File: config.mk
export PLATFORM = sky130hd
export DESIGN_NAME = conv_unit
export DESIGN_NICKNAME = d
export VERILOG_FILES = /design/src/hw/conv_format_pkg.sv /design/src/hw/conv_timing_pkg.sv /design/src/hw/conv_unit.sv /design/src/hw/snake_chain.sv /design/src/hw/column_tracker.sv /design/src/hw/mac_lanes.sv
export SDC_FILE = /design/constraint.sdc
export NUM_CORES = 2
export LEC_CHECK = 0
export ABC_AREA = 1
export BUFFER_PORTS_ARGS = -buffer_cell sky130_fd_sc_hd__buf_2
export CAP_MARGIN = 20
export CORE_UTILIZATION = 45
export CTS_BUF_LIST = sky130_fd_sc_hd__clkbuf_4 sky130_fd_sc_hd__clkbuf_8
export DETAILED_ROUTE_END_ITERATION = 16
export MAX_ROUTING_LAYER = met4
export PLACE_DENSITY = 0.62
export RECOVER_POWER = 50
export SLEW_MARGIN = 20
export SYNTH_ARGS = -nofsm -noshare
export SYNTH_HDL_FRONTEND = slang
export SYNTH_SLANG_ARGS = --single-unit
export TNS_END_PERCENT = 50
File: constraint.sdc
create_clock -name aclk -period 5.53 [get_ports aclk]
set_input_delay 0.2765 -clock aclk [delete_from_list [all_inputs] [get_ports aclk]]
set_output_delay 0.2765 -clock aclk [all_outputs]
set_load 0.01 [all_outputs]
File: src/hw/conv_format_pkg.sv
// signed integer formats only; ACC_WIDTH leaves headroom for at most 256 beats per block
`default_nettype none

package conv_format_pkg;

    // signed pixel and signed weight share one width
    localparam int unsigned DATA_WIDTH = 16;

    // kernel columns, one mac lane each
    localparam int unsigned KERNEL_W = 3;

    // full width of pixel times weight
    localparam int unsigned PROD_WIDTH = 2 * DATA_WIDTH;

    // lane sums and final outputs
    // 8 bits above the product for 256 beats
    localparam int unsigned ACC_WIDTH = 40;

    // flat weight bus, lane 0 in the low bits
    localparam int unsigned WEIGHTS_WIDTH = KERNEL_W * DATA_WIDTH;

    // flat bus of all lane sums, lane 0 in the low bits
    localparam int unsigned LANE_SUMS_WIDTH = KERNEL_W * ACC_WIDTH;

endpackage

`default_nettype wire
File: src/hw/conv_timing_pkg.sv
// depths count enabled clock edges only; the block counter must reach KERNEL_W before it saturates
`default_nettype none

package conv_timing_pkg;

    // product register stages in every lane
    localparam int unsigned MUL_DELAY = 2;

    // edges from a taken beat to its lane sum
    // operand capture is the extra edge
    localparam int unsigned ALIGN_DELAY = MUL_DELAY + 1;

    // taken last beat to m_valid, snake stage on top
    localparam int unsigned OUT_LATENCY = ALIGN_DELAY + 1;

    // saturating count of closed blocks
    localparam int unsigned COL_COUNT_WIDTH = 2;

    // blocks closed, including the current one, before output is allowed
    localparam logic [COL_COUNT_WIDTH-1:0] EMIT_COUNT =
        COL_COUNT_WIDTH'(conv_format_pkg::KERNEL_W);

endpackage

`default_nettype wire

File: src/hw/conv_unit.sv
// aclken freezes the whole unit; no output for the first KERNEL_W-1 blocks after each start
`default_nettype none

module conv_unit (
    input  wire                                             aclk,
    input  wire                                             rst_n,
    input  wire                                             aclken,
    input  wire                                             start,
    input  wire                                             s_valid,
    input  wire signed [conv_format_pkg::DATA_WIDTH-1:0]    s_pixel,
    input  wire        [conv_format_pkg::WEIGHTS_WIDTH-1:0] s_weights,
    input  wire                                             s_last,
    output logic                                            s_ready,
    output logic                                            m_valid,
    output logic signed [conv_format_pkg::ACC_WIDTH-1:0]    m_data
);

    logic [conv_format_pkg::LANE_SUMS_WIDTH-1:0] lane_sums;
    logic                                        sums_valid;
    logic                                        emit;
    logic                                        frame_start_aligned;

    // input side moves only when the output side does
    assign s_ready = aclken;

    // per lane products and block sums
    mac_lanes mac_lanes_inst (
        .aclk       (aclk),
        .rst_n      (rst_n),
        .aclken     (aclken),
        .s_valid    (s_valid),
        .s_last     (s_last),
        .s_pixel    (s_pixel),
        .s_weights  (s_weights),
        .lane_sums  (lane_sums),
        .sums_valid (sums_valid)
    );

    // block counting in parallel with the lanes
    column_tracker column_tracker_inst (
        .aclk                (aclk),
        .rst_n               (rst_n),
        .aclken              (aclken),
        .start               (start),
        .s_valid             (s_valid),
        .s_last              (s_last),
        .emit                (emit),
        .frame_start_aligned (frame_start_aligned)
    );

    // lane 0 to lane 2, result from the right end
    snake_chain snake_chain_inst (
        .aclk                (aclk),
        .rst_n               (rst_n),
        .aclken              (aclken),
        .lane_sums           (lane_sums),
        .sums_valid          (sums_valid),
        .emit                (emit),
        .frame_start_aligned (frame_start_aligned),
        .m_valid             (m_valid),
        .m_data              (m_data)
    );

endmodule

`default_nettype wire

File: src/hw/snake_chain.sv
// m_valid and m_data hold while aclken is low, so downstream counts enabled cycles only
`default_nettype none

module snake_chain (
    input  wire                                               aclk,
    input  wire                                               rst_n,
    input  wire                                               aclken,
    input  wire        [conv_format_pkg::LANE_SUMS_WIDTH-1:0] lane_sums,
    input  wire                                               sums_valid,
    input  wire                                               emit,
    input  wire                                               frame_start_aligned,
    output logic                                              m_valid,
    output logic signed [conv_format_pkg::ACC_WIDTH-1:0]      m_data
);

    // unpacked lane view
    logic signed [conv_format_pkg::ACC_WIDTH-1:0] lane_sum [conv_format_pkg::KERNEL_W];

    // carry[k] holds the partial built by lanes 0..k-1
    logic signed [conv_format_pkg::ACC_WIDTH-1:0] carry [1:conv_format_pkg::KERNEL_W-1];

    for (genvar k = 0; k < conv_format_pkg::KERNEL_W; k++) begin : g_unpack
        assign lane_sum[k] = lane_sums[k*conv_format_pkg::ACC_WIDTH +: conv_format_pkg::ACC_WIDTH];
    end

    // partials move one lane right per closed block
    always_ff @(posedge aclk) begin
        if (!rst_n) begin
            for (int k = 1; k < conv_format_pkg::KERNEL_W; k++) begin
                carry[k] <= '0;
            end
        end else if (aclken) begin
            if (frame_start_aligned) begin
                // new frame, forget old columns
                for (int k = 1; k < conv_format_pkg::KERNEL_W; k++) begin
                    carry[k] <= '0;
                end
            end else if (sums_valid) begin
                carry[1] <= lane_sum[0];
                for (int k = 2; k < conv_format_pkg::KERNEL_W; k++) begin
                    carry[k] <= carry[k-1] + lane_sum[k-1];
                end
            end
        end
    end

    // rightmost lane finishes the column
    // starting columns are still computed, just not flagged
    always_ff @(posedge aclk) begin
        if (!rst_n) begin
            m_valid <= 1'b0;
            m_data  <= '0;
        end else if (aclken) begin
            m_valid <= sums_valid & emit;
            if (sums_valid) begin
                m_data <= carry[conv_format_pkg::KERNEL_W-1] + lane_sum[conv_format_pkg::KERNEL_W-1];
            end
        end
    end

endmodule

`default_nettype wire

File: src/hw/column_tracker.sv
// a start seen while aclken is low is held until the next enabled edge; start needs an idle pipe
`default_nettype none

module column_tracker (
    input  wire  aclk,
    input  wire  rst_n,
    input  wire  aclken,
    input  wire  start,
    input  wire  s_valid,
    input  wire  s_last,
    output logic emit,
    output logic frame_start_aligned
);

    logic                                        start_pend;
    logic                                        start_now;
    logic [conv_timing_pkg::COL_COUNT_WIDTH-1:0] col_cnt;
    logic [conv_timing_pkg::COL_COUNT_WIDTH-1:0] cnt_pipe [conv_timing_pkg::ALIGN_DELAY];
    logic [conv_timing_pkg::ALIGN_DELAY:0]       start_pipe;

    // frozen cycles must not swallow the pulse
    assign start_now = start | start_pend;

    always_ff @(posedge aclk) begin
        if (!rst_n) begin
            start_pend <= 1'b0;
        end else if (aclken) begin
            start_pend <= 1'b0;
        end else if (start) begin
            start_pend <= 1'b1;
        end
    end

    // closed blocks since start, stops at all ones
    always_ff @(posedge aclk) begin
        if (!rst_n) begin
            col_cnt <= '0;
        end else if (aclken) begin
            if (start_now) begin
                col_cnt <= '0;
            end else if (s_valid && s_last && (col_cnt != '1)) begin
                col_cnt <= col_cnt + 1'b1;
            end
        end
    end

    // same depth as operand capture plus multiplier
    // one entry per enabled edge, so short blocks keep their own count
    always_ff @(posedge aclk) begin
        if (!rst_n) begin
            start_pipe <= '0;
            for (int i = 0; i < conv_timing_pkg::ALIGN_DELAY; i++) begin
                cnt_pipe[i] <= '0;
            end
        end else if (aclken) begin
            start_pipe <= {start_pipe[conv_timing_pkg::ALIGN_DELAY-1:0], start_now};
            cnt_pipe[0] <= col_cnt;
            for (int i = 1; i < conv_timing_pkg::ALIGN_DELAY; i++) begin
                cnt_pipe[i] <= cnt_pipe[i-1];
            end
        end
    end

    // count includes the block now leaving the lanes
    assign emit = cnt_pipe[conv_timing_pkg::ALIGN_DELAY-1] >= conv_timing_pkg::EMIT_COUNT;

    assign frame_start_aligned = start_pipe[conv_timing_pkg::ALIGN_DELAY];

endmodule

`default_nettype wire

File: src/hw/mac_lanes.sv
// all lanes share one valid/last pipe; operands are taken only while aclken and s_valid are high
`default_nettype none

module mac_lanes (
    input  wire                                               aclk,
    input  wire                                               rst_n,
    input  wire                                               aclken,
    input  wire                                               s_valid,
    input  wire                                               s_last,
    input  wire signed [conv_format_pkg::DATA_WIDTH-1:0]      s_pixel,
    input  wire        [conv_format_pkg::WEIGHTS_WIDTH-1:0]   s_weights,
    output logic       [conv_format_pkg::LANE_SUMS_WIDTH-1:0] lane_sums,
    output logic                                              sums_valid
);

    // operand capture stage
    logic                                          op_valid;
    logic                                          op_last;
    logic signed [conv_format_pkg::DATA_WIDTH-1:0] op_pixel;
    logic signed [conv_format_pkg::DATA_WIDTH-1:0] op_weight [conv_format_pkg::KERNEL_W];

    // multiplier pipe, control shared by every lane
    logic [conv_timing_pkg::MUL_DELAY-1:0]         mul_valid;
    logic [conv_timing_pkg::MUL_DELAY-1:0]         mul_last;
    logic signed [conv_format_pkg::PROD_WIDTH-1:0]
        mul_prod [conv_format_pkg::KERNEL_W][conv_timing_pkg::MUL_DELAY];

    // accumulate stage
    logic signed [conv_format_pkg::ACC_WIDTH-1:0]  prod_ext [conv_format_pkg::KERNEL_W];
    logic signed [conv_format_pkg::ACC_WIDTH-1:0]  acc      [conv_format_pkg::KERNEL_W];
    logic signed [conv_format_pkg::ACC_WIDTH-1:0]  acc_next [conv_format_pkg::KERNEL_W];
    logic signed [conv_format_pkg::ACC_WIDTH-1:0]  lane_sum [conv_format_pkg::KERNEL_W];
    logic                                          acc_restart;

    // last flag only travels with a real beat
    always_ff @(posedge aclk) begin
        if (!rst_n) begin
            op_valid <= 1'b0;
            op_last  <= 1'b0;
        end else if (aclken) begin
            op_valid <= s_valid;
            op_last  <= s_valid & s_last;
        end
    end

    always_ff @(posedge aclk) begin
        if (aclken && s_valid) begin
            op_pixel <= s_pixel;
            for (int k = 0; k < conv_format_pkg::KERNEL_W; k++) begin
                op_weight[k] <= s_weights[k*conv_format_pkg::DATA_WIDTH +: conv_format_pkg::DATA_WIDTH];
            end
        end
    end

    always_ff @(posedge aclk) begin
        if (!rst_n) begin
            mul_valid <= '0;
            mul_last  <= '0;
        end else if (aclken) begin
            mul_valid[0] <= op_valid;
            mul_last[0]  <= op_last;
            for (int i = 1; i < conv_timing_pkg::MUL_DELAY; i++) begin
                mul_valid[i] <= mul_valid[i-1];
                mul_last[i]  <= mul_last[i-1];
            end
        end
    end

    // signed 16x16, full 32-bit product
    always_ff @(posedge aclk) begin
        if (aclken) begin
            for (int k = 0; k < conv_format_pkg::KERNEL_W; k++) begin
                mul_prod[k][0] <= op_pixel * op_weight[k];
                for (int i = 1; i < conv_timing_pkg::MUL_DELAY; i++) begin
                    mul_prod[k][i] <= mul_prod[k][i-1];
                end
            end
        end
    end

    // sign extend to the accumulator, restart drops the old sum
    always_comb begin
        for (int k = 0; k < conv_format_pkg::KERNEL_W; k++) begin
            prod_ext[k] = mul_prod[k][conv_timing_pkg::MUL_DELAY-1];
            acc_next[k] = acc_restart ? prod_ext[k] : acc[k] + prod_ext[k];
        end
    end

    // restart is armed by a last, so the next block begins clean
    always_ff @(posedge aclk) begin
        if (!rst_n) begin
            acc_restart <= 1'b1;
            sums_valid  <= 1'b0;
            for (int k = 0; k < conv_format_pkg::KERNEL_W; k++) begin
                acc[k]      <= '0;
                lane_sum[k] <= '0;
            end
        end else if (aclken) begin
            sums_valid <= mul_valid[conv_timing_pkg::MUL_DELAY-1]
                        & mul_last[conv_timing_pkg::MUL_DELAY-1];
            if (mul_valid[conv_timing_pkg::MUL_DELAY-1]) begin
                acc_restart <= mul_last[conv_timing_pkg::MUL_DELAY-1];
                for (int k = 0; k < conv_format_pkg::KERNEL_W; k++) begin
                    acc[k] <= acc_next[k];
                    // closed block sum held until the next last
                    if (mul_last[conv_timing_pkg::MUL_DELAY-1]) begin
                        lane_sum[k] <= acc_next[k];
                    end
                end
            end
        end
    end

    // flatten, lane 0 low
    for (genvar k = 0; k < conv_format_pkg::KERNEL_W; k++) begin : g_pack
        assign lane_sums[k*conv_format_pkg::ACC_WIDTH +: conv_format_pkg::ACC_WIDTH] = lane_sum[k];
    end

endmodule

`default_nettype wire

Word-level counts from Yosys, hierarchy flattened --
Memory sizes are Yosys's and may differ from the RTL's. Index checks and enable logic that the tools add are counted.
Word-level totals: flip-flop bits (word level) 72, memory bits (writable) 566, bits of input ports 70, output and inout port bits 42, word-level logic and storage cells 98, memories kept 6
Memory list:
- mac_lanes_inst.mul_prod | words 3, bits a word 64, read ports 3, clocked after Yosys merged registers in 0, write ports 3, line mac_lanes.sv:26 | mul_prod [conv_format_pkg::KERNEL_W][conv_timing_pkg::MUL_DELAY];
- mac_lanes_inst.acc | words 3, bits a word 40, read ports 3, clocked after Yosys merged registers in 0, write ports 3, line mac_lanes.sv:30 | logic signed [conv_format_pkg::ACC_WIDTH-1:0] acc [conv_format_pkg::KERNEL_W];
- mac_lanes_inst.lane_sum | words 3, bits a word 40, read ports 3, clocked after Yosys merged registers in 0, write ports 3, line mac_lanes.sv:32 | logic signed [conv_format_pkg::ACC_WIDTH-1:0] lane_sum [conv_format_pkg::KERNEL_W];
- snake_chain_inst.carry | words 2, bits a word 40, read ports 2, clocked after Yosys merged registers in 0, write ports 2, line snake_chain.sv:20 | logic signed [conv_format_pkg::ACC_WIDTH-1:0] carry [1:conv_format_pkg::KERNEL_W-1];
- mac_lanes_inst.op_weight | words 3, bits a word 16, read ports 3, clocked after Yosys merged registers in 0, write ports 3, line mac_lanes.sv:20 | logic signed [conv_format_pkg::DATA_WIDTH-1:0] op_weight [conv_format_pkg::KERNEL_W];
- column_tracker_inst.cnt_pipe | words 3, bits a word 2, read ports 3, clocked after Yosys merged registers in 0, write ports 3, line column_tracker.sv:18 | logic [conv_timing_pkg::COL_COUNT_WIDTH-1:0] cnt_pipe [conv_timing_pkg::ALIGN_DELAY];
Cells by class: add/subtract/negate cells 6, $mul 3, order comparisons 1, equal/unequal tests 1, mux-type cells 43, bitwise operators 18, reduce and logical (&&, ||, !) cells 8
Operator list (number):
- $mux 40 | 13
- $add 40x32->40 | 3
- $mul 16x16->32 | 3
- $add 40x40->40 | 2
- $mux 1 | 25
- $or 1x1->1 | 14
- $mux 2 | 5
- $reduce_and 2->1 | 3
- $and 1x1->1 | 3
- $logic_and 1x1->1 | 3
- $add 2x1->2 const B | 1
- $ge 2x2->1 const B | 1
- $ne 2x2->1 const B | 1
- $reduce_bool 2->1 | 1
- $reduce_or 2->1 | 1
- $not 1->1 | 1

Longest topological paths before layout --
depth after elaboration 6, mapped depth 27, gate-level depth less buffers 25

Cells and area by module --
Synthesis repeated with hierarchy kept, for this count alone.
Second synthesis, totals: cell total of the unflattened synthesis 8677, area total of the unflattened synthesis 68851.0 um^2
Modules (own cells, without submodules):
- mac_lanes | instances 1, cells each 7137, area an instance 58473.6 um^2, seq. area each 15054.4 um^2
- snake_chain | instances 1, cells each 1485, area an instance 9844.4 um^2, seq. area each 3223.1 um^2
- column_tracker | instances 1, cells each 54, area an instance 525.5 um^2, seq. area each 320.3 um^2
- conv_unit | instances 1, cells each 1, area an instance 7.5 um^2, seq. area each 0.0 um^2

Worst setup path before layout --
No wires, ideal clock.
kind flip-flop to flip-flop, from register mac_lanes_inst.op_pixel[15] (netlist bit), to memory mac_lanes_inst.mul_prod[1][63] (netlist bit) (data pin), library setup time 261 ps, arrival 5611 ps, required time 5269 ps, setup slack -342 ps, stages on the path, launching flop included 23, path buffers 2, clock period less this slack 5872 ps, cells stage by stage edfxtp_1 > clkbuf_1 > clkbuf_1 > nand2_1 > inv_1 > fa_1 > fa_1 > inv_1 > fa_1 > fa_1 > fa_1 > fa_1 > inv_1 > ha_1 > nand2_1 > nor2_1 > inv_1 > nor2_1 > inv_1 > nor3_1 > nand2_1 > o211ai_1 > xnor2_1
RTL lines:
- from (decl) | line mac_lanes.sv:19 | logic signed [conv_format_pkg::DATA_WIDTH-1:0] op_pixel;
- from (signal assigned) | line mac_lanes.sv:48 | op_pixel <= s_pixel;
- to (decl) | line mac_lanes.sv:26

==> out/results.md <==
| Stage | Item | This run |
|---|---|---|
| clock tree | Clock tree from TritonCTS | yes |
| timing | Hold Vio Cnt, Final | 0 |
| die | Count of boundary I/O pins | 112 |
| setup path | Signal arrival time at the worst endpoint | 6.36 ns |
| clock tree | CTS root buffer | clkbuf_8 |
| placement | Post-Place Cell Area | 75100 um2 |
| routing | DRT iter0 DRCs | 4315 |
| routing | Number of DRC violations after detailed routing | 0 |
| job | Max Cap Viol | 1 |
| final layout | Count of nets after finishing | 10600 |
| setup path | Type of the worst setup path | register to register |
| timing | Clk_skew | 0.0885 ns |
| yosys | Most common flop cell mapped by yosys | edfxtp_1 |
| setup path | Setup crit end kind | register |
| yosys | Sequential cell area fraction in the yosys report | 0.271 |
| timing | Final setup fails | 35 |
| yosys | Nets in the synthesized netlist | 10000 |
| timing | Post-route minimum period | 5.81 ns |
| final layout | Filler cell count in the final layout | 14500 |
| setup path | Launching element type of the critical path | register |
| yosys | Flop and latch count out of synthesis | 638 |
| global route | Antenna violations before repair | 3 |
| min path | Type of the tightest min-delay check | input pin to register |
| timing | Max frequency | 0.172 GHz |
| clock tree | Number of sinks driven by the clock tree | 638 |
| final layout | Area of all placed cells without fillers | 81200 um2 |
| final layout | Final core occ | 0.535 |
| setup path | Worst setup slack for register-to-register paths | -0.28 ns |
| placement | Hpwl dp | 163000 um |
| yosys | Area of the mapped netlist | 68700 um2 |
| setup path | Worst Path Buf+Inv | 8 |
| timing | Worst Max-Slew Pin Slew | 4.19 ns |
| outcome | Outcome | finished with violations |
| die | Vertical die dimension | 393 um |
| global route | First-pass GRT wire length | 316000 um |
| yosys | Synthesized instance count | 8714 |
| outcome | Violations in the final reports | max-capacitance violations, max-slew violations, negative setup slack |
| yosys | EDFF count, synth | 582 |
| clock tree | CTS buffer count | 113 |
| timing | Final Worst Setup Slack | -0.277 ns |
| die | Starting Density | 0.453 |
| die | Die Outline Area | 154000 um2 |
| yosys | Fraction of registers with async set/reset | 0 |
| setup path | Maximum fanout along the worst path | 10 |
| placement | GP Congestion | 0.966 |
| timing | Count of pins over their slew limit | 67 |
| routing | Final wirelength | 204000 um |
| yosys | Ranking of synthesized cells by area | edfxtp_1, fa_1, nand2_1, inv_1, ha_1 |
| setup path | Top delay family on crit path | adder cells |
| global route | Total GRT Usage | 0.271 |
| timing | Unrepaired setup endpoints after global routing | true |
| routing | Count of nets left with antenna violations after detail routing | 0 |
| routing | Average routed wire per standard cell | 17.8 um |
| setup path | Library cell contributing the largest single delay on the critical path | fa_2 |
| routing | Via density per instance | 4.98 |
| final layout | Layout cells sized above 1 | 0.137 |
| clock tree | Clock tree buffer depth | 3 |
| die | Number of placement rows | 143 |
| yosys | Top cell type by total area after synthesis | edfxtp_1 |
| placement | IO buf count | 111 |
| global route | Via count of the first global-routing pass | 57300 |
| timing | Final critical-path share of the clock period | 1.05 |
| yosys | Count of yosys warnings during synthesis | 0 |
| yosys | Share of the synthesized area in the top cell type | 0.254 |
| placement | Worst setup timing slack at the placement stage | -0.507 ns |
| setup path | Cell repeated most along the worst path | fa_1 |
| clock tree | Clock latency of the later-clocked register in the worst-skew pair | 0.86 ns |
| timing | Worst max-slew margin expressed relative to the limit | -1.79 |
| timing | Hold slack | 0.159 ns |
| setup path | Series of cell instances along the critical path | buf_12 > buf_16 > nand2_2 > inv_2 > fa_2 > buf_6 > fa_1 > fa_1 > fa_1 > fa_1 > inv_2 > fa_1 > inv_2 > ha_4 > nand2_4 > inv_4 > nand2_1 > nor3_1 > buf_4 > nand4_1 > nand3_2 > a21oi_2 > xnor2_1 |
| clock tree | Clock transition at the register clock pins on the worst setup and hold paths after CTS | 0.06 ns |
| final layout | Synth-to-layout area growth | 18.2% |
| yosys | Synth Area per Inst | 7.88 um2 |
| global route | Largest net degree at the start of global routing | 135 |
| clock tree | CTS H-tree depth | 3 |
| yosys | Unique masters post-synth | 55 |
| routing | First drt pass iteration count | 6 |
| die | Placeable core area | 152000 um2 |
| routing | Via count | 57000 |
| global route | Total grt overflow | 0 |
| die | DIE WIDTH | 393 um |
| setup path | Delay of the slowest cell on the worst path | 0.65 ns |
| setup path | Critical Path RT | 6.09 ns |
-- worst reg2reg max path, cell delays in order (launching register included) --
cell,delay [ns]
edfxtp_1,0.41
buf_12,0.16
buf_16,0.15
nand2_2,0.08
inv_2,0.04
fa_2,0.65
buf_6,0.12
fa_1,0.43
fa_1,0.57
fa_1,0.43
fa_1,0.51
inv_2,0.04
fa_1,0.49
inv_2,0.05
ha_4,0.31
nand2_4,0.08
inv_4,0.07
nand2_1,0.06
nor3_1,0.18
buf_4,0.19
nand4_1,0.17
nand3_2,0.16
a21oi_2,0.07
xnor2_1,0.12
-- path summary, 6_finish.rpt --
path                                  start                         endpoint  cells after the start
min                           s_weights[21]  mac_lanes_inst.op_weight[0][21]                      2
max             mac_lanes_inst.op_pixel[15]   mac_lanes_inst.mul_prod[0][56]                     23
min reg2reg  mac_lanes_inst.mul_prod[0][48]   mac_lanes_inst.mul_prod[0][16]                      0
max reg2reg     mac_lanes_inst.op_pixel[15]   mac_lanes_inst.mul_prod[0][56]                     23
-- sequential cells by signal (all words and copies together) (netlist names), 2 cells and up --
register                        count
mac_lanes_inst.mul_last             2
mac_lanes_inst.acc                120
mac_lanes_inst.mul_valid            2
mac_lanes_inst.op_weight           48
mac_lanes_inst.mul_prod           192
mac_lanes_inst.op_pixel            16
snake_chain_inst.carry             80
column_tracker_inst.col_cnt         2
snake_chain_inst.m_data            40
column_tracker_inst.start_pipe      4
column_tracker_inst.cnt_pipe        6
mac_lanes_inst.lane_sum           120
-- through the flow --
stage / setup TNS [ns] / instances
6_report: -3.76 / 11400
5_1_grt: -36.88 / 11400
4_1_cts: -3.72 / 11400
3_5_place_dp: -9.12 / 11100
3_3_place_gp: -7.01 / 11100
2_1_floorplan: -0.0909 / 8714
-- timing repair --
item | CTS | global route
resized for setup | 146 | 412
pin swaps | 27 | 190
setup buffers | 14 | 54
endpoints found under the setup margin | 45 | 59
hold buffers | 69 | 0
endpoints found under the hold margin | 87 | 0
gates cloned | 2 | 7
-- Yosys cell counts, drive strengths merged (6+ instances only) --
cell	instances
a21oi	378
nor2	858
a21boi	9
a31o	6
clkbuf	201
o22ai	9
xor2	79
edfxtp	582
buf	47
nand4	68
xnor2	57
dfxtp	56
inv	2103
a21o	50
nand2	2294
o21a	18
o211ai	25
nand3	313
or2	7
o21bai	26
nand3b	12
o21ai	207
fa	791
nor3	41
a31oi	15
ha	442
-- logic make-up after synthesis --
kind of cell / count (synthesis) / synth area share
flip-flops: 638 / 0.271
XOR/XNOR: 136 / 0.0173
adder cells (fa/ha/maj): 1233 / 0.311
multiplexers: 3 / 0.000437
AND/OR/NAND/NOR: 3599 / 0.210
AO/OA/AOI/OAI: 752 / 0.0612
buffers and inverters: 2353 / 0.129
-- layout by cell type, fill, tap and decap left out, drive strengths merged, types with 3 or more instances in the layout --
| master | instances |
|---|---|
| dlygate4sd3 | 69 |
| a21boi | 9 |
| nand4 | 68 |
| nand2 | 2294 |
| bufinv | 11 |
| ha | 442 |
| nor3 | 41 |
| a21oi | 378 |
| o22ai | 9 |
| dfxtp | 56 |
| or2 | 7 |
| diode | 3 |
| clkinv | 33 |
| mux2i | 3 |
| clkbuf | 218 |
| inv | 2107 |
| nor4 | 3 |
| a31oi | 15 |
| o221ai | 3 |
| nand3 | 313 |
| fa | 791 |
| buf | 602 |
| nand3b | 12 |
| xnor2 | 57 |
| o21bai | 26 |
| a21o | 50 |
| clkinvlp | 14 |
| o211ai | 25 |
| o21ai | 207 |
| o21a | 18 |
| edfxtp | 582 |
| xor2 | 79 |
| a31o | 6 |
| nor2 | 858 |
-- layer usage --
layer / vias up / wire [um] / global-route usage / share of wire
li1: 27700 / - / - / -
met1: 27500 / 91200 / 0.366 / 0.45
met2: 1533 / 96600 / 0.437 / 0.47
met3: 276 / 10700 / 0.0284 / 0.052
met4: 0 / 5730 / 0.0694 / 0.028
met5: - / 0 / - / 0
-- cell type report --
type                       instances  area (um2)  share of cell area
inverter                        2105        7910              0.0974
tap                             2030        2540              0.0313
sequential                       638       18600               0.229
clock buffer                     150        1860              0.0229
antenna                            3        7.51           0.0000924
clock inverter                    60         651             0.00801
multi-input combinational       5723       43300               0.533
timing repair buffer             739        6400              0.0788
Power is not shown: default switching activity piles up to over one toggle a cycle in this logic, so the estimate is an artifact.
